--- src/game2048Pkg.sv ---
`default_nettype none

package game2048Pkg;

    // one-hot tile, bit n means 2^(n+1)
    localparam int tileWidth = 11;
    localparam int gridSize = 4;

    typedef logic [tileWidth-1:0] tileT;
    typedef tileT [gridSize-1:0] lineT;
    typedef tileT [gridSize-1:0][gridSize-1:0] boardT;
    typedef logic [3:0] cellIndexT;
    typedef logic [11:0] colorT;
    typedef logic [9:0] coordT;

    typedef struct packed {
        coordT hCount;
        coordT vCount;
    } pixelPosT;

    // priority order, up first
    typedef struct packed {
        logic up;
        logic down;
        logic left;
        logic right;
    } moveReqT;

    typedef enum logic [2:0] {
        stInit,
        stWait,
        stUp,
        stDown,
        stLeft,
        stRight,
        stWin,
        stLose
    } gameStateT;

    localparam tileT tileEmpty = '0;
    localparam tileT tileTwo = tileT'(1);
    localparam tileT tileWin = tileT'(1 << (tileWidth - 1));

    // key strip along the top
    localparam int keyTop = 20;
    localparam int keyBottom = 60;
    localparam int keyLeft = 130;
    localparam int keyPitch = 50;
    localparam int keySize = 40;
    localparam int keyCount = 11;

    // playing field
    localparam int boardTop = 180;
    localparam int boardLeft = 380;
    localparam int cellPitch = 45;
    localparam int cellSize = 40;

    localparam colorT colorBlank = 12'b0110_0110_0110;
    localparam colorT colorOff = 12'b0000_0000_0000;
    localparam colorT bgPlay = 12'b1111_1111_1111;
    localparam colorT bgWin = 12'b0000_1000_0000;
    localparam colorT bgLose = 12'b1000_0000_0000;

    // entry 0 is the 2 tile, entry 10 the 2048 tile
    localparam colorT paletteTable [tileWidth] = '{
        12'b1110_1101_1100,
        12'b1100_1001_1000,
        12'b1101_1001_0101,
        12'b1111_1000_0100,
        12'b1111_0110_0101,
        12'b1111_0011_0011,
        12'b1110_1011_0100,
        12'b1111_1011_0000,
        12'b1000_1011_0101,
        12'b0100_1010_1101,
        12'b0001_0101_1101
    };

    function automatic colorT tileColor(tileT tile);
        colorT color;
        color = colorBlank;
        for (int n = 0; n < tileWidth; n++) begin
            if (tile == tileT'(1 << n)) begin
                color = paletteTable[n];
            end
        end
        return color;
    endfunction

endpackage

`default_nettype wire

--- src/boardStatus.sv ---
`default_nettype none
`timescale 1ns/100ps

module boardStatus (
    input  game2048Pkg::boardT     board,
    output logic                   hasEmpty,
    output logic                   hasWinTile,
    output game2048Pkg::cellIndexT firstEmpty
);
    import game2048Pkg::*;

    // row-major scan, lowest empty index wins
    always_comb begin
        hasEmpty = 1'b0;
        hasWinTile = 1'b0;
        firstEmpty = '0;
        for (int r = 0; r < gridSize; r++) begin
            for (int c = 0; c < gridSize; c++) begin
                if (board[r][c] == tileEmpty) begin
                    if (!hasEmpty) begin
                        firstEmpty = cellIndexT'(r * gridSize + c);
                    end
                    hasEmpty = 1'b1;
                end
                if (board[r][c] == tileWin) begin
                    hasWinTile = 1'b1;
                end
            end
        end
    end

endmodule

`default_nettype wire

--- config.mk ---
export PLATFORM = sky130hd
export DESIGN_NAME = boardStatus
export DESIGN_NICKNAME = d
export VERILOG_FILES = /design/src/game2048Pkg.sv /design/src/boardStatus.sv
export SDC_FILE = /design/constraint.sdc
export NUM_CORES = 1
export LEC_CHECK = 0
export BUFFER_PORTS_ARGS = -buffer_cell sky130_fd_sc_hd__buf_2
export CORE_MARGIN = 8
export CORE_UTILIZATION = 25
export DETAILED_ROUTE_END_ITERATION = 8
export GPL_ROUTABILITY_DRIVEN = 0
export PLACE_DENSITY = 0.85
export RECOVER_POWER = 50
export SLEW_MARGIN = 20
export SYNTH_ARGS = -nofsm -noshare
export SYNTH_HDL_FRONTEND = slang
export SYNTH_SLANG_ARGS = --single-unit
--- constraint.sdc ---
create_clock -name vclk -period 3.9
set_input_delay 0.975 -clock vclk [all_inputs]
set_output_delay 0.975 -clock vclk [all_outputs]
set_load 0.1 [all_outputs]
=== Word level (Yosys, flattened, before mapping) ===
Cells that the tools add are included.

* Reductions and logical operators: 16
* Muxes and demuxes: 62
* Eq/ne operators: 16

{| class="wikitable"
|+ Operator list
! operator !! count
|-
| equality test 11 bit, second input constant || 16
|-
| logical NOT 11 bit || 16
|-
| 2-to-1 mux 4 bit || 28
|-
| 2-to-1 mux 1 bit || 34
|}

* Register bits: 0
* Bits of input ports: 176

=== Logic depth before layout (Yosys ltp) ===
* Depth in word-level cells: 32
* Depth in mapped cells: 6

=== Least setup slack after synthesis ===
No wires, ideal clock.

* Kind: input to output
* From: in board[126] (netlist name)
* To: out firstEmpty[0]
* Stages: 5
* Arrival time: 3.999 ns
* Path slack: -1.074 ns
* Cell sequence: nor4_1 > nand4b_1 > o21ai_0 > a21oi_1 > o32ai_1

* Cells in the longest elaborated chain, start to end: 10

{| class="wikitable"
|+ Ends and longest elaborated chain
! what !! RTL line !! RTL
|-
| start: declaration || boardStatus.sv:5 || <nowiki>input game2048Pkg::boardT board,</nowiki>
|-
| logical NOT 11 bit (*) || boardStatus.sv:19 || <nowiki>if (board[r][c] == tileEmpty) begin</nowiki>
|-
| 2-to-1 mux 4 bit or 2-to-1 mux 1 bit (tied branches) || boardStatus.sv:19 ||
|-
| 2-to-1 mux 4 bit || boardStatus.sv:20 || <nowiki>if (!hasEmpty) begin</nowiki>
|-
| 2-to-1 mux 4 bit || boardStatus.sv:19 ||
|-
| 2-to-1 mux 4 bit || boardStatus.sv:20 ||
|-
| 2-to-1 mux 4 bit || boardStatus.sv:19 ||
|-
| 2-to-1 mux 4 bit || boardStatus.sv:20 ||
|-
| 2-to-1 mux 4 bit || boardStatus.sv:19 ||
|-
| 2-to-1 mux 4 bit || boardStatus.sv:20 ||
|-
| 2-to-1 mux 4 bit (*) || boardStatus.sv:19 ||
|-
| end: declaration || boardStatus.sv:8 || <nowiki>output game2048Pkg::cellIndexT firstEmpty</nowiki>
|}

Every way passes the cells marked *; elsewhere a longest branch is shown, timed or not.

=== Worst setup path in the final report ===
* From: in board[115] (netlist name)
* To: out firstEmpty[1]

* Cells in the longest elaborated chain, start to end: 12

{| class="wikitable"
|+ Ends and longest elaborated chain
! what !! RTL line
|-
| logical NOT 11 bit (*) || boardStatus.sv:19
|-
| 2-to-1 mux 4 bit or 2-to-1 mux 1 bit (tied branches) || boardStatus.sv:19
|-
| 2-to-1 mux 4 bit || boardStatus.sv:20
|-
| 2-to-1 mux 4 bit || boardStatus.sv:19
|-
| 2-to-1 mux 4 bit || boardStatus.sv:20
|-
| 2-to-1 mux 4 bit || boardStatus.sv:19
|-
| 2-to-1 mux 4 bit || boardStatus.sv:20
|-
| 2-to-1 mux 4 bit || boardStatus.sv:19
|-
| 2-to-1 mux 4 bit || boardStatus.sv:20
|-
| 2-to-1 mux 4 bit || boardStatus.sv:19
|-
| 2-to-1 mux 4 bit || boardStatus.sv:20
|-
| 2-to-1 mux 4 bit (*) || boardStatus.sv:19
|}

Marks and branches as above.

==> results.txt <==
----------------------------------------------------
[Setup path]
  Worst Setup End Kind ... primary output
  Category of the most critical setup path ... in2out
  Critical path required time ... 2.92 ns
  Element type at the critical path start ... input pin
  Data arrival time of the worst path ... 2.93 ns
  Worst-path fanout max ... 2

[Status]
  Result of the run ... complete, but fails checks
  Violated checks ... setup timing

[Synth]
  Area share of the leading cell type in the synthesized netlist ... 17.3%
  Top post-synthesis cells by area ... sky130_fd_sc_hd__nor4_1, sky130_fd_sc_hd__or4_1, sky130_fd_sc_hd__nor2_1
  Share of the yosys chip area belonging to registers ... 0%
  Post-Syn Nets ... 305
  Avg Inst Size Synth ... 6.45 sq um
  Synth cell types ... 32
  Most common library cells after synthesis ... sky130_fd_sc_hd__nor4_1, sky130_fd_sc_hd__nor2_1, sky130_fd_sc_hd__or4_1
  Number of cells produced by synthesis ... 129
  Post-synthesis instance area ... 832 sq um
  Library cell with the largest summed area after synthesis ... sky130_fd_sc_hd__nor4_1
  Synth Warn # ... 0
  Most numerous cell in the Yosys netlist ... sky130_fd_sc_hd__nor4_1

[STA]
  Count of final max-slew check failures ... 0
  Relative slew margins ... 63.5%
  RSZ-0062 raised after global routing ... true
  Final worst hold slack ... 2.56 ns
  Total of endpoints with negative setup slack in the final report ... 1
  Minimum period implied by the final worst setup slack ... 3.90 ns
  Actual slew at the worst max-slew pin ... ~0.55 ns
  Least setup slack across all paths after layout ... -0.000158 ns
  Fmax ... 256 MHz
  Portion of the clock cycle consumed by the worst path in the final layout ... 100%
  Final-report hold violation count ... 0
  Sum Neg Setup Slack ... -0.000158 ns

[Global route]
  Vias in the first global route ... between 1500 and 2000
  Antenna violations before repair ... 0
  Largest net degree at the start of global routing ... 6
  GR Overflow Total ... 0
  Global-route wire length before repair ... 8020 um
  GR Util All Layers ... 17.7%

[Route]
  Detail-routed net length per standard cell ... 15.2 um
  Number of DRC violations after detailed-routing iteration 0 ... 59
  Detailed-route DRC error count ... 0
  Final antenna-violating net count ... 0
  Via count ... approximately 1800
  Final wirelength ... 5510 um
  Pre-antenna DRT Iters ... 4
  DR vias/cell ... 4.98

[Power and ir drop]
  Clock group share of total power ... 0%
  Register share of total power ... 0%
  Comb power frac ... 100.0%
  Internal power contribution ... 0.0730 mW
  Leak ... between 1 and 1.5 nW
  Switching power as a share of total power ... 37.0%
  Psw ... 0.0430 mW
  Worst IR drop on VDD ... 0.0400 mV
  Power Density ... 59.6 nW/um^2

[Die]
  Floorplan die area ... 5430 sq um
  Initial Utilization ... 25.5%
  Std cell rows ... 21
  Die extent in x ... 73.7 um
  IO Count ... 182
  Die Y-Extent ... roughly 74 um
  Standard cell core area ... 3260 sq um

[Placement]
  Dpl cells ... 361
  Final HPWL from detailed placement ... 5200 um
  Port Buffer Count ... between 150 and 200

[Layout]
  Footprint of the flip-flops and latches ... 0 sq um
  Clock buffers ... 0
  Layout Cells excl Fill ... 362
  Post-Route Utilization ... 59.7%
  Final nets ... approximately 490
  # diodes ... 0
  Layout area overhead ... 134%
  Sequential cell count ... 0
  Layout cell share with drive strength beyond 1 ... 64.9%

[Worst hold path]
  Startpoint of the tightest hold check path ... board[21]
  Hold Path End ... firstEmpty[0]
  Hold Path Cell Cnt ... 5
  Worst hold path type ... in2out

[Job]
  Maximum Capacitance Violations ... 0

[Clock tree]
  # hold bufs at CTS ... 0

----------------------------------------------------
## what timing repair did
action / in CTS / in global routing
buffers inserted: 1 / 0
cloned: 0 / 0
resized for setup: 1 / 2
setup endpoints to repair: 1 / 2
pin swaps: 3 / 1
## layout by cell type, fill, tap and decap left out, types with 2 or more instances in the layout
cell                       count
sky130_fd_sc_hd__nand4_1       6
sky130_fd_sc_hd__a21oi_1       3
sky130_fd_sc_hd__or2_2         4
sky130_fd_sc_hd__buf_12        3
sky130_fd_sc_hd__nand4b_1      6
sky130_fd_sc_hd__and4bb_2      2
sky130_fd_sc_hd__nor4_1       22
sky130_fd_sc_hd__o211ai_1      2
sky130_fd_sc_hd__nor3b_1       3
sky130_fd_sc_hd__o21ai_0       6
sky130_fd_sc_hd__buf_4         6
sky130_fd_sc_hd__buf_2       177
sky130_fd_sc_hd__a32oi_1       2
sky130_fd_sc_hd__or4_4         3
sky130_fd_sc_hd__o31ai_1       2
sky130_fd_sc_hd__or4_1        11
sky130_fd_sc_hd__nand3_1       6
sky130_fd_sc_hd__nor4_4        4
sky130_fd_sc_hd__nand2_1       3
sky130_fd_sc_hd__nor2_1       18
sky130_fd_sc_hd__nor3_1        6
sky130_fd_sc_hd__inv_1         6
## worst max-delay path, cell delays in order
cell                       delay [ns]
sky130_fd_sc_hd__buf_2           0.10
sky130_fd_sc_hd__or4_4           0.54
sky130_fd_sc_hd__nor4_4          0.32
sky130_fd_sc_hd__a211oi_1        0.12
sky130_fd_sc_hd__o31ai_1         0.25
sky130_fd_sc_hd__o211ai_1        0.17
sky130_fd_sc_hd__a22oi_2         0.24
sky130_fd_sc_hd__buf_12          0.21
## worst max-delay path by stage
stage | start | to | slack [ns]
final | board[115] | firstEmpty[1] | -0.0002
after global routing | board[115] | firstEmpty[1] | -0.09
after CTS | board[115] | firstEmpty[1] | -0.01
after detailed placement | board[82] | firstEmpty[1] | -0.11
after global placement | board[82] | firstEmpty[1] | 0.004
after floorplan | board[115] | firstEmpty[1] | -0.29
## power groups by stage
stage / clock network, mW / logic, mW / registers, mW
6_report: 0 / 0.116 / 0
5_1_grt: 0 / 0.127 / 0
2_1_floorplan: 0 / 0.0225 / 0
3_3_place_gp: 0 / 0.112 / 0
3_5_place_dp: 0 / 0.114 / 0
4_1_cts: 0 / 0.116 / 0
## cells by family (layout without fill, tap and decap cells)
kind of cell / count (synthesis) / after routing / synth area share, %
buffers and inverters: 6 / 193 / 2.71
AOI/OAI and AO/OA: 23 / 23 / 18.5
and+or+nand+nor: 100 / 100 / 78.8
## per-layer routing
layer	wire length, um	part of all wire (%)	track usage [%]	vias to the layer above
li1	-	-	-	927
met3	524	9.5	5.05	2
met1	1980	36	19.4	799
met5	0	0	0	-
met2	2990	54	34.1	76
met4	13	0.24	0.443	0
## metrics by stage
stage / worst slack, ns / instance area, sq um / power (mW)
6_report: -0.000158 / 1950 / 0.116
4_1_cts: -0.0144 / 1960 / 0.116
5_1_grt: -0.0911 / 1950 / 0.127
2_1_floorplan: -0.288 / 871 / 0.0225
3_3_place_gp: 0.00435 / 1940 / 0.112
3_5_place_dp: -0.106 / 1940 / 0.114
## final cells by class
cell class | instances | area, sq um
Multi-Input combinational cell | 123 | 870
Tap cell | 46 | 57.6
Inverter | 6 | 22.5
Fill cell | 344 | 1310
Timing Repair Buffer | 187 | 996
Note: power is estimated with default switching activity, not from simulation.
