<file path="config.mk">
export PLATFORM = sky130hd
export DESIGN_NAME = pixelRenderer
export DESIGN_NICKNAME = d
export VERILOG_FILES = /design/src/game2048Pkg.sv /design/src/pixelRenderer.sv
export SDC_FILE = /design/constraint.sdc
export NUM_CORES = 1
export LEC_CHECK = 0
export ABC_AREA = 1
export BUFFER_PORTS_ARGS = -buffer_cell sky130_fd_sc_hd__buf_2
export CELL_PAD_IN_SITES_DETAIL_PLACEMENT = 1
export CELL_PAD_IN_SITES_GLOBAL_PLACEMENT = 2
export CORE_MARGIN = 5
export CORE_UTILIZATION = 20
export DETAILED_ROUTE_END_ITERATION = 10
export PLACE_DENSITY_LB_ADDON = 0.3
export SYNTH_ARGS = -nofsm -noshare
export SYNTH_HDL_FRONTEND = slang
export SYNTH_SLANG_ARGS = --single-unit
</file>
<file path="constraint.sdc">
create_clock -name vclk -period 4.1
set_input_delay 0.615 -clock vclk [all_inputs]
set_output_delay 0.615 -clock vclk [all_outputs]
set_load 0.01 [all_outputs]
</file>
<file path="src/game2048Pkg.sv">
`default_nettype none

package game2048Pkg;

    // one-hot tile, bit n means 2^(n+1)
    localparam int tileWidth = 11;
    localparam int gridSize = 4;

    typedef logic [tileWidth-1:0] tileT;
    typedef tileT [gridSize-1:0] lineT;
    typedef tileT [gridSize-1:0][gridSize-1:0] boardT;
    typedef logic [3:0] cellIndexT;
    typedef logic [11:0] colorT;
    typedef logic [9:0] coordT;

    typedef struct packed {
        coordT hCount;
        coordT vCount;
    } pixelPosT;

    // priority order, up first
    typedef struct packed {
        logic up;
        logic down;
        logic left;
        logic right;
    } moveReqT;

    typedef enum logic [2:0] {
        stInit,
        stWait,
        stUp,
        stDown,
        stLeft,
        stRight,
        stWin,
        stLose
    } gameStateT;

    localparam tileT tileEmpty = '0;
    localparam tileT tileTwo = tileT'(1);
    localparam tileT tileWin = tileT'(1 << (tileWidth - 1));

    // key strip along the top
    localparam int keyTop = 20;
    localparam int keyBottom = 60;
    localparam int keyLeft = 130;
    localparam int keyPitch = 50;
    localparam int keySize = 40;
    localparam int keyCount = 11;

    // playing field
    localparam int boardTop = 180;
    localparam int boardLeft = 380;
    localparam int cellPitch = 45;
    localparam int cellSize = 40;

    localparam colorT colorBlank = 12'b0110_0110_0110;
    localparam colorT colorOff = 12'b0000_0000_0000;
    localparam colorT bgPlay = 12'b1111_1111_1111;
    localparam colorT bgWin = 12'b0000_1000_0000;
    localparam colorT bgLose = 12'b1000_0000_0000;

    // entry 0 is the 2 tile, entry 10 the 2048 tile
    localparam colorT paletteTable [tileWidth] = '{
        12'b1110_1101_1100,
        12'b1100_1001_1000,
        12'b1101_1001_0101,
        12'b1111_1000_0100,
        12'b1111_0110_0101,
        12'b1111_0011_0011,
        12'b1110_1011_0100,
        12'b1111_1011_0000,
        12'b1000_1011_0101,
        12'b0100_1010_1101,
        12'b0001_0101_1101
    };

    function automatic colorT tileColor(tileT tile);
        colorT color;
        color = colorBlank;
        for (int n = 0; n < tileWidth; n++) begin
            if (tile == tileT'(1 << n)) begin
                color = paletteTable[n];
            end
        end
        return color;
    endfunction

endpackage

`default_nettype wire

</file>
<file path="src/pixelRenderer.sv">
`default_nettype none
`timescale 1ns/100ps

module pixelRenderer (
    input  game2048Pkg::pixelPosT  pixel,
    input  logic                   bright,
    input  game2048Pkg::boardT     board,
    input  game2048Pkg::gameStateT gameState,
    output game2048Pkg::colorT     rgb
);
    import game2048Pkg::*;

    logic inKeyRow;
    logic keyHit;
    logic [3:0] keyIdx;
    logic rowHit;
    logic colHit;
    logic [1:0] rowIdx;
    logic [1:0] colIdx;
    colorT background;

    assign inKeyRow = (pixel.vCount >= coordT'(keyTop)) && (pixel.vCount <= coordT'(keyBottom));

    // key squares never overlap, so at most one matches
    always_comb begin
        keyHit = 1'b0;
        keyIdx = '0;
        for (int n = 0; n < keyCount; n++) begin
            if ((pixel.hCount >= coordT'(keyLeft + n * keyPitch)) &&
                (pixel.hCount <= coordT'(keyLeft + n * keyPitch + keySize))) begin
                keyHit = 1'b1;
                keyIdx = 4'(n);
            end
        end
    end

    // board row and column found separately
    always_comb begin
        rowHit = 1'b0;
        colHit = 1'b0;
        rowIdx = '0;
        colIdx = '0;
        for (int i = 0; i < gridSize; i++) begin
            if ((pixel.vCount >= coordT'(boardTop + i * cellPitch)) &&
                (pixel.vCount <= coordT'(boardTop + i * cellPitch + cellSize))) begin
                rowHit = 1'b1;
                rowIdx = 2'(i);
            end
            if ((pixel.hCount >= coordT'(boardLeft + i * cellPitch)) &&
                (pixel.hCount <= coordT'(boardLeft + i * cellPitch + cellSize))) begin
                colHit = 1'b1;
                colIdx = 2'(i);
            end
        end
    end

    always_comb begin
        unique case (gameState)
            stWin:   background = bgWin;
            stLose:  background = bgLose;
            default: background = bgPlay;
        endcase
    end

    always_comb begin
        if (!bright) begin
            rgb = colorOff;
        end else if (inKeyRow && keyHit) begin
            rgb = paletteTable[keyIdx];
        end else if (rowHit && colHit) begin
            // empty cells come back as colorBlank
            rgb = tileColor(board[rowIdx][colIdx]);
        end else begin
            rgb = background;
        end
    end

endmodule

`default_nettype wire

</file>
Yosys cells after proc, flatten, opt, wreduce, memory -nomap -nowiden
Memory sizes are Yosys's and may differ from the RTL's.
Index checks and enable logic that the tools add are counted.

cells by class
  $lt $le $gt $ge = 41
  equality and inequality tests = 13
  mux-type cells = 56
  bitwise operators = 1
  reductions and logical operators = 21

operators by type and width
  cell                                                                 count
  2-to-1 mux 12 bit                                                    16
  less-or-equal comparator 10 x 9 -> 1 bit (second input constant)     10
  greater-or-equal comparator 10 x 9 -> 1 bit (second input constant)  9
  binary-select mux 44 bit (select 2 bit)                              1
  greater-or-equal comparator 10 x 8 -> 1 bit (second input constant)  5
  less-or-equal comparator 10 bit (second input constant)              5
  2-to-1 mux 44 bit                                                    1
  greater-or-equal comparator 10 bit (second input constant)           4
  2-to-1 mux 4 bit                                                     9
  less-or-equal comparator 10 x 8 -> 1 bit (second input constant)     3
  case mux 12 bit (2 select lines)                                     1
  binary-select mux 11 bit (select 2 bit)                              1
  2-to-1 mux 1 bit                                                     22
  logical AND 1 bit                                                    21
  == test 11 x 1 -> 1 bit (second input constant)                      1
  == test 11 x 10 -> 1 bit (second input constant)                     1
  == test 11 bit (second input constant)                               1
  == test 11 x 2 -> 1 bit (second input constant)                      1
  == test 11 x 3 -> 1 bit (second input constant)                      1
  == test 11 x 4 -> 1 bit (second input constant)                      1
  == test 11 x 5 -> 1 bit (second input constant)                      1
  == test 11 x 6 -> 1 bit (second input constant)                      1
  == test 11 x 7 -> 1 bit (second input constant)                      1
  == test 11 x 8 -> 1 bit (second input constant)                      1
  9 further kinds                                                      14

storage, ports and cells
  register bits after elaboration = 0
  ROM bits = 192
  output and inout port bits = 12
  memories = 1

memories
  memory           words  width  rd ports  clocked after memory_dff  wr ports  RTL line             text
  (no name shown)  16     12     1         0                         0         pixelRenderer.sv:69  rgb = paletteTable[keyIdx];

Longest topological paths before layout
  word-level depth = 24
  gate-level depth with buffers = 24
  mapped depth without buffers = 23

Worst setup path before layout
OpenSTA, ideal clock, no wires.

  path type = input to output
  start point = input pixel[14] (netlist bit)
  end point = output rgb[8]
  data arrival time = 2.728 ns
  setup slack = 0.757 ns
  cell stages on the path = 20
  cells stage by stage = buf_4 > inv_1 > nand2_1 > inv_1 > nand3_1 > nand4_2 > and2_1 > inv_2 > buf_2 > nand3_1 > nand2_1 > nor2_2 > nand2_2 > nor2_4 > nand2_2 > nand2_2 > inv_2 > nand4_1 > nand2_1 > a21oi_1

on the way
  longest elaborated chain between the ends = 21

RTL lines
  item                                                                                                            RTL line                                  text
  start, declared                                                                                                 pixelRenderer.sv:5                        input game2048Pkg::pixelPosT pixel,
  greater-or-equal comparator 10 x 9 -> 1 bit / less-or-equal comparator 10 x 9 -> 1 bit (equally long branches)  pixelRenderer.sv:49, pixelRenderer.sv:50
  logical AND 1 bit                                                                                               pixelRenderer.sv:49                       if ((pixel.hCount >= coordT'(boardLeft + i * cellPitch)) &&
  2-to-1 mux 1 bit                                                                                                pixelRenderer.sv:49
  2-to-1 mux 2 bit (2 in a row)                                                                                   pixelRenderer.sv:49
  binary-select mux 11 bit (select 2 bit)                                                                         pixelRenderer.sv:72                       rgb = tileColor(board[rowIdx][colIdx]);
  2-to-1 mux 11 bit (implied by the code)                                                                         pixelRenderer.sv:72
  == test 11 x 2 -> 1 bit                                                                                         game2048Pkg.sv:83                         if (tile == tileT'(1 << n)) begin
  2-to-1 mux 12 bit (10 in a row)                                                                                 game2048Pkg.sv:83
  2-to-1 mux 12 bit                                                                                               pixelRenderer.sv:70                       end else if (rowHit && colHit) begin
  2-to-1 mux 12 bit (*)                                                                                           pixelRenderer.sv:68                       end else if (inKeyRow && keyHit) begin
  2-to-1 mux 12 bit (*)                                                                                           pixelRenderer.sv:66                       if (!bright) begin
  end, declared                                                                                                   pixelRenderer.sv:9                        output game2048Pkg::colorT rgb

Mark *: on every way between the ends. The rest lies on a longest branch, timed or not. The select of a mux whose other input is x is not followed.

Worst setup path after layout
  start point = input pixel[6] (netlist bit)
  end point = output rgb[11]

on the way
  longest elaborated chain between the ends = 24

RTL lines
  item                                                                                                            RTL line                                  text
  greater-or-equal comparator 10 x 8 -> 1 bit / less-or-equal comparator 10 x 9 -> 1 bit (equally long branches)  pixelRenderer.sv:44, pixelRenderer.sv:45
  logical AND 1 bit                                                                                               pixelRenderer.sv:44                       if ((pixel.vCount >= coordT'(boardTop + i * cellPitch)) &&
  2-to-1 mux 1 bit                                                                                                pixelRenderer.sv:44
  2-to-1 mux 2 bit (2 in a row)                                                                                   pixelRenderer.sv:44
  binary-select mux 44 bit (select 2 bit)                                                                         pixelRenderer.sv:72
  2-to-1 mux 44 bit (implied by the code)                                                                         pixelRenderer.sv:72
  binary-select mux 11 bit (select 2 bit)                                                                         pixelRenderer.sv:72
  2-to-1 mux 11 bit (implied by the code)                                                                         pixelRenderer.sv:72
  == test 11 x 1 -> 1 bit                                                                                         game2048Pkg.sv:83
  2-to-1 mux 12 bit (11 in a row)                                                                                 game2048Pkg.sv:83
  2-to-1 mux 12 bit                                                                                               pixelRenderer.sv:70
  2-to-1 mux 12 bit (*)                                                                                           pixelRenderer.sv:68
  2-to-1 mux 12 bit (*)                                                                                           pixelRenderer.sv:66

Marks and branches as above.

==> run metrics <==
# IOs=~210; top cells by count, synth=nand2_1 (329), nand3_1 (133), inv_1 (90); Critical Path Sink Type=primary output; seq_cells=0; final net count=between 1k and 1.5k; crit path DAT=about 3300 ps; Post-Syn Nets=~1.0k; first-pass GRT wire length=32500 um; Worst slew margin=63.4%; Setup CP Type=input port to primary output; Post-Synthesis Cells=843; Hold Path Class=input port to primary output; DIE AREA=22800 um2; placement row count=51; largest cells by area after synthesis=nand2_1 (31%), nand3_1 (17%), inv_1 (8.5%); grt total ovfl=0; post-route ant nets=0; crit-path max cell delay=240 ps; most frequent cell after synthesis=nand2_1; vias in the first global route=6237; Max Fanout on Critical Path=21; Critical Path Source Type=input port; first-pass detailed-route iteration total=4; Finished Layout Cells=1339; synthesized area=3980 um2; setup violators final=0; hold buffer count at cts=0; core box area=19500 um2; drt first-iter violations=170; WP buf/inv=5; routability cong.=0.877; final hold vios=0; Final min period=3920 ps; initial antenna violation count=4; Yosys top cell area share=between 30% and 40%; delay-heaviest family, CP=simple AND/OR/NAND/NOR gates; die height=151 um; PnR Total Power=just under 700 uW; Vias=6209; fmax=0.255 GHz; Layout area overhead=51.3%; Mean Syn Cell Area=roughly 4.7 um2; DPL Wire Length=~18000 um; LEAKAGE=0.00344 uW; Placed Cells incl. Taps=around 1.3k; Slowest-stage cell, CP=nor2_4; # port buffers=212; CP cell instances=buf_2, inv_2, nand2_1, nor2_4, nand3_2, nand2_4, inv_4, buf_6, nand3_1, nand2_1, nand2_1, nand3_1, nand3_1, nand2_2, nor2_2, nand2_2, nor2_4, nand2_2, nand2_2, nor2_2, nand3_1, nand2_1, a21oi_2, buf_2; CP required=3480 ps; total routed wirelength=22800 um; Total GRT Usage=17.6%; Final Max Slew Viols=0; utilization after layout=30.8%; Least-Margin Pin Slew=544 ps; clk_buf instances=0; setup TNS=0 ps; Reg area=0 um2; status=completed; Die W=between 150 and 200 um; DRC errors left=0; DR vias/cell=4.64; Starting Density=between 20% and 30%; layout cells sized above 1=33.0%; yosys synthesis warning count=0; largest net degree at the start of global routing=44; routed length per instance=about 17 um; PwrDens=113 nW/um2; max-cap viol count=0; Seq/Total Area, Yosys=0%; Yosys cell types=50; VDD IR max=approximately 0.040 mV; post-synth top area cell=nand2_1; Final period util=95.5%
-- routing by layer --
| layer | track usage [%] | vias up | part of all wire (%) |
|---|---|---|---|
| li1 | - | 3164 | - |
| met1 | 22.4 | 2855 | 44 |
| met2 | 33.0 | 178 | 49 |
| met3 | 2.03 | 10 | 6.0 |
| met4 | 1.09 | 2 | 0.68 |
| met5 | 0 | - | 0.057 |
-- tightest hold or removal path: stages --
cell and delay (ps):
buf_2 90, nand2_1 50, nand2_1 70, a21oi_2 50
buf_2 130
-- per-stage QoR --
step	setup WS [ps]	area [um2]	hold slack (ps)
2_1_floorplan	757	3980	1390
3_3_place_gp	157	5470	1610
3_5_place_dp	117	5470	1610
4_1_cts	106	5470	1610
5_1_grt	-26.7	6020	1650
6_report	184	6020	1610
-- layout make-up --
cell class / count / area [um2]
Multi-Input combinational cell: 698 / 3480
Antenna cell: 4 / 10.0
Inverter: 106 / 403
Timing Repair Buffer: 266 / 1790
Fill cell: 2793 / 13500
Tap cell: 265 / 332
-- cell usage in the layout (no fill, tap or decap), types with 2 or more instances in the layout --
cell,instances
nor2_1,65
nand2_2,21
nand3_2,6
o41ai_1,3
nand2_4,7
nor2_4,9
or2_0,7
and2_1,2
nand2_1,314
a21oi_2,4
and3_1,2
ha_1,6
nand4_1,8
inv_4,2
o21bai_1,2
buf_4,29
o21ai_0,22
nand3_4,3
o311ai_0,2
buf_12,13
o31ai_1,2
buf_6,5
buf_2,211
inv_2,12
clkbuf_16,8
nor4_1,4
diode_2,4
o21ai_2,4
nor2_2,12
a21oi_1,15
inv_1,90
o211ai_1,8
nor3_1,8
or2_2,2
nand3b_1,9
clkinv_1,2
o21ai_1,9
nand3_1,129
-- power breakdown --
part | switching, uW | leakage [uW] | internal (uW) | total [uW]
Combinational | 402 | 0.00344 | 279 | 682
Clock | 0 | 0.0000000254 | 0.000131 | 0.000131
Sequential | 0 | 0 | 0 | 0
-- path summary, 6_finish.rpt --
check / startpoint / endpoint / slack [ps] / depth (start not counted)
setup / recovery: pixel[6] / rgb[11] / 180 / 24
hold / removal: gameState[0] / rgb[7] / 1610 / 5
-- what timing repair did --
action,4_1_cts,5_1_grt
setup buffers,0,11
resized for setup,0,57
hold endpoints to repair,0,0
endpoints found under the setup margin,0,11
-- cells by family (layout without fill, tap and decap cells) --
kind of cell / after synthesis / in the layout / share of synthesized area (%)
AO/OA/AOI/OAI: 80 / 80 / 12.5
adder cells (fa/ha/maj): 6 / 6 / 1.89
buffers and inverters: 147 / 372 / 17.2
other: 0 / 4 / 0
AND/OR/NAND/NOR: 610 / 612 / 68.5
(Power assumes the default switching activity.)
