**src/game2048Pkg.sv**
```systemverilog
`default_nettype none

package game2048Pkg;

    // one-hot tile, bit n means 2^(n+1)
    localparam int tileWidth = 11;
    localparam int gridSize = 4;

    typedef logic [tileWidth-1:0] tileT;
    typedef tileT [gridSize-1:0] lineT;
    typedef tileT [gridSize-1:0][gridSize-1:0] boardT;
    typedef logic [3:0] cellIndexT;
    typedef logic [11:0] colorT;
    typedef logic [9:0] coordT;

    typedef struct packed {
        coordT hCount;
        coordT vCount;
    } pixelPosT;

    // priority order, up first
    typedef struct packed {
        logic up;
        logic down;
        logic left;
        logic right;
    } moveReqT;

    typedef enum logic [2:0] {
        stInit,
        stWait,
        stUp,
        stDown,
        stLeft,
        stRight,
        stWin,
        stLose
    } gameStateT;

    localparam tileT tileEmpty = '0;
    localparam tileT tileTwo = tileT'(1);
    localparam tileT tileWin = tileT'(1 << (tileWidth - 1));

    // key strip along the top
    localparam int keyTop = 20;
    localparam int keyBottom = 60;
    localparam int keyLeft = 130;
    localparam int keyPitch = 50;
    localparam int keySize = 40;
    localparam int keyCount = 11;

    // playing field
    localparam int boardTop = 180;
    localparam int boardLeft = 380;
    localparam int cellPitch = 45;
    localparam int cellSize = 40;

    localparam colorT colorBlank = 12'b0110_0110_0110;
    localparam colorT colorOff = 12'b0000_0000_0000;
    localparam colorT bgPlay = 12'b1111_1111_1111;
    localparam colorT bgWin = 12'b0000_1000_0000;
    localparam colorT bgLose = 12'b1000_0000_0000;

    // entry 0 is the 2 tile, entry 10 the 2048 tile
    localparam colorT paletteTable [tileWidth] = '{
        12'b1110_1101_1100,
        12'b1100_1001_1000,
        12'b1101_1001_0101,
        12'b1111_1000_0100,
        12'b1111_0110_0101,
        12'b1111_0011_0011,
        12'b1110_1011_0100,
        12'b1111_1011_0000,
        12'b1000_1011_0101,
        12'b0100_1010_1101,
        12'b0001_0101_1101
    };

    function automatic colorT tileColor(tileT tile);
        colorT color;
        color = colorBlank;
        for (int n = 0; n < tileWidth; n++) begin
            if (tile == tileT'(1 << n)) begin
                color = paletteTable[n];
            end
        end
        return color;
    endfunction

endpackage

`default_nettype wire

```
**src/gameControl.sv**
```systemverilog
`default_nettype none
`timescale 1ns/100ps

module gameControl (
    input  logic                   Clk,
    input  logic                   Reset,
    input  game2048Pkg::moveReqT   move,
    input  game2048Pkg::boardT     shifted,
    input  logic                   hasEmpty,
    input  logic                   hasWinTile,
    input  game2048Pkg::cellIndexT firstEmpty,
    output game2048Pkg::boardT     board,
    output game2048Pkg::gameStateT gameState
);
    import game2048Pkg::*;

    gameStateT nextState;
    logic placePending;
    logic [1:0] placeRow;
    logic [1:0] placeCol;

    // cell index is row * 4 + col
    assign placeRow = firstEmpty[3:2];
    assign placeCol = firstEmpty[1:0];

    // status comes from the board before this cycle's placement
    always_comb begin
        nextState = gameState;
        unique case (gameState)
            stInit: nextState = stWait;
            stWait: begin
                if (hasWinTile) begin
                    nextState = stWin;
                end else if (!hasEmpty) begin
                    nextState = stLose;
                end else if (move.up) begin
                    nextState = stUp;
                end else if (move.down) begin
                    nextState = stDown;
                end else if (move.left) begin
                    nextState = stLeft;
                end else if (move.right) begin
                    nextState = stRight;
                end
            end
            stUp, stDown, stLeft, stRight: nextState = stWait;
            // win and lose hold until reset
            default: nextState = gameState;
        endcase
    end

    always_ff @(posedge Clk or posedge Reset) begin
        if (Reset) begin
            gameState <= stInit;
            board <= '0;
            placePending <= 1'b0;
        end else begin
            gameState <= nextState;
            unique case (gameState)
                stInit: begin
                    board <= '0;
                    board[0][0] <= tileTwo;
                    placePending <= 1'b1;
                end
                stWait: begin
                    // new 2 goes into the first free cell
                    if (placePending) begin
                        if (hasEmpty) begin
                            board[placeRow][placeCol] <= tileTwo;
                        end
                        placePending <= 1'b0;
                    end
                end
                stUp, stDown, stLeft, stRight: begin
                    board <= shifted;
                    placePending <= 1'b1;
                end
                default: begin
                    board <= board;
                end
            endcase
        end
    end

    // a move lasts exactly one cycle
    assert property (@(posedge Clk) disable iff (Reset)
        gameState inside {stUp, stDown, stLeft, stRight} |=> gameState == stWait)
        else $error("gameControl: move state not followed by stWait");

    // end states are sticky
    assert property (@(posedge Clk) disable iff (Reset)
        gameState inside {stWin, stLose} |=> gameState == $past(gameState))
        else $error("gameControl: left an end state without reset");

endmodule

`default_nettype wire

```
**config.mk**
```make
export PLATFORM = sky130hd
export DESIGN_NAME = gameControl
export DESIGN_NICKNAME = d
export VERILOG_FILES = /design/src/game2048Pkg.sv /design/src/gameControl.sv
export SDC_FILE = /design/constraint.sdc
export NUM_CORES = 1
export LEC_CHECK = 0
export BUFFER_PORTS_ARGS = -buffer_cell sky130_fd_sc_hd__buf_2
export CAP_MARGIN = 20
export CELL_PAD_IN_SITES_DETAIL_PLACEMENT = 0
export CELL_PAD_IN_SITES_GLOBAL_PLACEMENT = 1
export CORE_MARGIN = 2
export CORE_UTILIZATION = 25
export CTS_CLUSTER_SIZE = 25
export DETAILED_ROUTE_END_ITERATION = 12
export PLACE_DENSITY = 0.71
export SLEW_MARGIN = 20
export SYNTH_ARGS = -nofsm -noshare
export SYNTH_HDL_FRONTEND = slang
export SYNTH_SLANG_ARGS = --single-unit
```
**constraint.sdc**
```tcl
create_clock -name Clk -period 7.76 [get_ports Clk]
set_input_delay 0.776 -clock Clk [delete_from_list [all_inputs] [get_ports Clk]]
set_output_delay 0.776 -clock Clk [all_outputs]
set_load 0.01 [all_outputs]
```
; Word-level counts from Yosys, hierarchy flattened
; Index checks and enable logic that the tools add are counted.
[classes]
n_lt_le_gt_ge = 4
eq_ne = 8
mux = 15
n_bitwise = 3
reduce_logical = 9
[ops]
columns = cell, count
row1 = 176-bit case mux with 3 select lines, 1
row2 = 176-bit 2-to-1 mux, 2
row3 = 160-bit AND, 1
row4 = 160-bit NOT, 1
row5 = 44-bit demux with 2-bit select, 1
row6 = 44-bit 2-to-1 mux, 1
row7 = 11-bit demux with 2-bit select, 1
row8 = 3-bit 2-to-1 mux, 6
row9 = 16-bit OR, 1
row10 = 11-bit 2-to-1 mux, 1
row11 = 7-bit inequality test (second input constant), 1
row12 = 3-bit by 2-bit equality test with 1-bit output (second input constant), 2
row13 = 3-bit equality test (second input constant), 2
row14 = 2-bit by 3-bit less-than comparator with 1-bit output (second input constant), 2
row15 = 3-bit case mux with 2 select lines, 1
row16 = 5-bit OR reduction, 1
row17 = 2-bit by 1-bit >= comparator with 1-bit output (second input constant), 2
row18 = 2-bit inequality test (second input constant), 2
row19 = 4-bit OR reduction, 1
row20 = 3-bit by 1-bit equality test with 1-bit output (second input constant), 1
row21 = 3-bit zero test, 1
row22 = 3-bit AND reduction, 1
row23 = 3-bit nonzero test, 1
row24 = 1-bit logical AND, 2
row25 = 3 further kinds, 3
[word_totals]
reg_bits = 180
output_inout_bits = 179
wordCells = 57

; Logic depth before layout (Yosys ltp)
[depth]
depth_word = 11
depth_mapped = 7
mapped_depth_nobuf = 4

; Worst setup path after synthesis
; OpenSTA, ideal clock, no wires.
[synth_timing]
path_type = input to register
startpoint = input port firstEmpty[1]
endpoint = register board[144] in the netlist's numbering
setup_time_ps = 121
arrival_time_ps = 1954
required_time_ps = 7639
setup_slack_ps = 5685
stages = 5
n_path_buf = 1
path_cell_list = buf_2 > and2b_1 > nor3b_4 > a31oi_4 > a22o_1
[synth_between]
elab_chain_len = 11
[synth_lines]
columns = element, line
row1 = from (decl), gameControl.sv:11  ; input game2048Pkg::cellIndexT firstEmpty,
row2 = 2-bit by 3-bit less-than comparator with 1-bit output (not written as such) / 2-bit by 1-bit >= comparator with 1-bit output (equally long branches), gameControl.sv:69  ; board[placeRow][placeCol] <= tileTwo;
row3 = 1-bit logical AND (not written as such), gameControl.sv:69
row4 = 11-bit 2-to-1 mux (not written as such), gameControl.sv:69
row5 = 11-bit demux with 2-bit select *, gameControl.sv:69
row6 = 44-bit 2-to-1 mux (not written as such) *, gameControl.sv:69
row7 = 44-bit demux with 2-bit select *, gameControl.sv:69
row8 = 160-bit NOT (no source line) *, --
row9 = 160-bit AND (no source line) *, --
row10 = 176-bit 2-to-1 mux *, gameControl.sv:68  ; if (hasEmpty) begin
row11 = 176-bit 2-to-1 mux *, gameControl.sv:67  ; if (placePending) begin
row12 = 176-bit case mux with 3 select lines *, gameControl.sv:59  ; unique case (gameState)
row13 = "to (signal, indexed assignment)", gameControl.sv:69
row14 = to (signal assigned), gameControl.sv:75  ; board <= shifted;
row15 = to (signal assigned), gameControl.sv:79  ; board <= board;
row16 = to (decl), gameControl.sv:12  ; output game2048Pkg::boardT board,
; Mark *: on every way between the ends. The rest lies on a longest branch, timed or not. The select of a mux whose other input is x is not followed.
; A chain may end at the register's enable or synchronous reset.

; Final worst setup path
[layout_timing]
startpoint = register gameState[1]
endpoint = register board[154] in the netlist's numbering
[layout_between]
elab_chain_len = 4
[layout_lines]
columns = element, line
row1 = from (decl), gameControl.sv:13  ; output game2048Pkg::gameStateT gameState
row2 = from (signal assigned), gameControl.sv:54  ; gameState <= stInit;
row3 = from (signal assigned), gameControl.sv:58  ; gameState <= nextState;
row4 = 3-bit by 2-bit equality test with 1-bit output / 3-bit equality test (equally long branches), gameControl.sv:59
row5 = 4-bit OR reduction, --
row6 = 3-bit nonzero test (no source line), --
row7 = 3-bit AND reduction (no source line), --
; Parallel ways exist; a longest one is shown, timed or not.

==> impl_metrics.csv <==
group,metric,value,unit
clock_network,clock_sinks,180,
placed_design,dp_cells,1156,
power_and_ir_drop,seqPwrFrac,47.6,%
run_status,outcome,"completed",
power_and_ir_drop,p_sw_share,22.4,%
global_route,grt_usage,15.0,%
placed_design,place_ws,5.10,ns
logic_synthesis,yosys.area.top_type_share,65.4,%
floorplanning,core_area,0.0270,sq mm
logic_synthesis,netlist_top_cells_area,"dfrtp_1 (65%), a22o_1 (20%), a21oi_4 (2.1%), buf_2 (1.5%), o21ai_0 (1.3%)",
routing,route.detailed.drc,0,
cells_and_area,post-route-util,35.8,%
logic_synthesis,synth_area_per_cell,14.5,sq um
global_route,gr-total-overflow,0,
timing,fin_crit_sh,29.5,%
logic_synthesis,synth_nets,664,
power_and_ir_drop,leakage,5.28,nW
setup_path,startpoint_type,"register",
routing,wl,22.1,mm
routing,num_vias,5501,
flow_run,drv_cap,0,
placed_design,dpl_cell_area,0.00903,sq mm
placed_design,hpwl,16.0,mm
clock_network,cts_buffers,17,
logic_synthesis,synth_top_area_cell,"dfrtp_1",
routing,wl_per_cell,18.7,microns
power_and_ir_drop,p_int,1.53,mW
global_route,grt_pass1_wl,32.9,mm
logic_synthesis,yosysWarnings,0,
placed_design,gp_congestion,0.768,
power_and_ir_drop,p_sw,0.440,mW
routing,ant_nets,0,
routing,drtIter0Drc,264,
floorplanning,num_io_pins,367,
setup_path,cp_max_fo,78,
logic_synthesis,async_flop_share,100,%
clock_network,post_cts_resized,0,
logic_synthesis,synth_cell_types,38,
cells_and_area,nets,1022,
logic_synthesis,post-synth-top-count-cell,"dfrtp_1",
clock_network,clk_latency,0.42,ns
timing,hold_viol_final,0,
logic_synthesis,synth_edf_count,0,
power_and_ir_drop,clkPwrFrac,48.4,%
cells_and_area,multi_input_comb_area,0.00223,sq mm
logic_synthesis,synth_seq_cells,180,
floorplanning,initial_core_util,25.5,%
logic_synthesis,seq_area_frac_synth,65.4,%
logic_synthesis,synth_commonest_cells,"dfrtp_1 (180), a22o_1 (160), nand2_1 (23)",
logic_synthesis,syn_area,0.00689,sq mm
timing,setup_violations,0,
placed_design,port_buffers,366,
power_and_ir_drop,powerDensity,204,mW/mm^2
power_and_ir_drop,ir_drop,0.121,mV
cells_and_area,area.sequential,0.00450,sq mm
timing,holdWs,0.477,ns
timing,fin_skew,0.0115,ns
timing,tightest_slew,0.967,ns
clock_network,path_clk_slew,0.07,ns
timing,fin_crit,2.29,ns
timing,max_freq,0.438,GHz
clock_network,htreeDepth,4,
power_and_ir_drop,combPwrFrac,4.0,%
routing,vias_per_cell,4.64,
timing,setup-tns-final,0,ns
clock_network,cts_tree,"built",
floorplanning,fp.dieH,170,microns
timing,max-slew-margin-rel,35.6,%
cells_and_area,fillers,2711,
cells_and_area,layout-drive-gt1-share,50.4,%
global_route,grt_start_max_net_pins,106,
floorplanning,fp-row-count,60,
clock_network,cts_hold_buf,0,
clock_network,clk_path_buf_depth,2,
setup_path,cp.arrival,2.62,ns
setup_path,cp.required,8.09,ns
setup_path,cp-end-kind,"register",
timing,rsz0062_at_grt,"false",
timing,setup_slack,5.47,ns
logic_synthesis,synth_ff_type,"dfrtp_1",
clock_network,post_cts_buffers,0,
setup_path,worstSetupPathType,"reg2reg",
logic_synthesis,netlist_instances,476,
power_and_ir_drop,p_total,1.97,mW
cells_and_area,areaGrowthSynthToFinish,40.2,%
floorplanning,die_area,0.0289,sq mm
timing,slew_violations,0,
routing,firstDrtPassIters,5,
cells_and_area,instances_no_fill,1186,
cells_and_area,diodes,0,
global_route,antenna_found_initial,1,
floorplanning,die_width,170,microns
global_route,grt_pass1_vias,5597,
cells_and_area,stdcell_area,0.00966,sq mm
clock_network,cts_root_buf,"clkbuf_16",
worst_hold_path,hp-class,"reg2reg",
==> cell families after synthesis <==
family | share of synthesized area [%]
flip-flops | 65.4
buffers and inverters | 2.54
XOR/XNOR | 0.127
AND/OR/NAND/NOR | 4.23
AO/OA/AOI/OAI | 27.7
==> power by group through the flow <==
stage / Sequential [mW] / Combinational [mW] / Clock (mW)
floorplan: 0.956 / 0.0247 / 0
global placement: 0.956 / 0.0795 / 0
detailed placement: 0.956 / 0.0806 / 0
CTS: 0.937 / 0.0808 / 0.981
global route: 0.937 / 0.0881 / 1.03
finish: 0.937 / 0.0785 / 0.954
==> area by class of cell <==
class	count	share of cell area, %
multi-input cells	264	23.1
repair buffers	369	19.2
well taps	341	4.42
flip-flops and latches	180	46.6
inverters	2	0.129
clock buffers	18	4.54
clock inverters	12	2.03
==> path summary, 6_finish.rpt <==
path | from | endpoint | slack, ns | cells past startpoint
worst max-delay path | gameState[1] | board[154] | 5.47 | 4
worst min-delay path | board[99] | board[99] | 0.48 | 2
worst max register to register | gameState[1] | board[154] | 5.47 | 4
worst min register to register | board[99] | board[99] | 0.48 | 2
max in group asynchronous | Reset | board[37] | 5.73 | 3
min in group asynchronous | Reset | board[111] | 0.50 | 2
==> critical path, cell delays in order, from the launching register on <==
cell	delay (ns)
dfrtp_1	0.57
xor2_4	0.47
buf_4	0.73
a22oi_1	0.20
o21ai_0	0.19
==> flip-flops by register name, indices dropped and copies added, names as in the netlist <==
register / flops
placePending: 1
gameState: 3
board: 176
==> routing by layer <==
layer / part of all wire [%] / global-route usage (%) / vias up
li1: - / - / 2560
met1: 43 / 18.6 / 2671
met2: 48 / 25.1 / 255
met3: 7.9 / 4.98 / 13
met4: 0.98 / 3.57 / 2
met5: 0.059 / 0 / -
==> cell usage in the layout (no fill, tap or decap), types with 2 or more instances in the layout <==
cell / synthesis / final
a21oi_4: 9 / 9
a22o_1: 160 / 160
a22oi_1: 12 / 12
a31oi_2: 3 / 3
a31oi_4: 3 / 3
a32oi_1: 4 / 4
and2_1: 2 / 2
and2b_1: 2 / 2
buf_2: 20 / 366
buf_4: 1 / 3
bufinv_16: 0 / 4
clkbuf_16: 0 / 17
clkinv_4: 0 / 2
dfrtp_1: 180 / 180
inv_6: 0 / 3
inv_8: 0 / 3
nand2_1: 23 / 23
nor2_1: 7 / 7
nor2b_1: 2 / 2
nor3b_4: 2 / 2
o21ai_0: 18 / 18
Power figures use the tool's default switching activity.
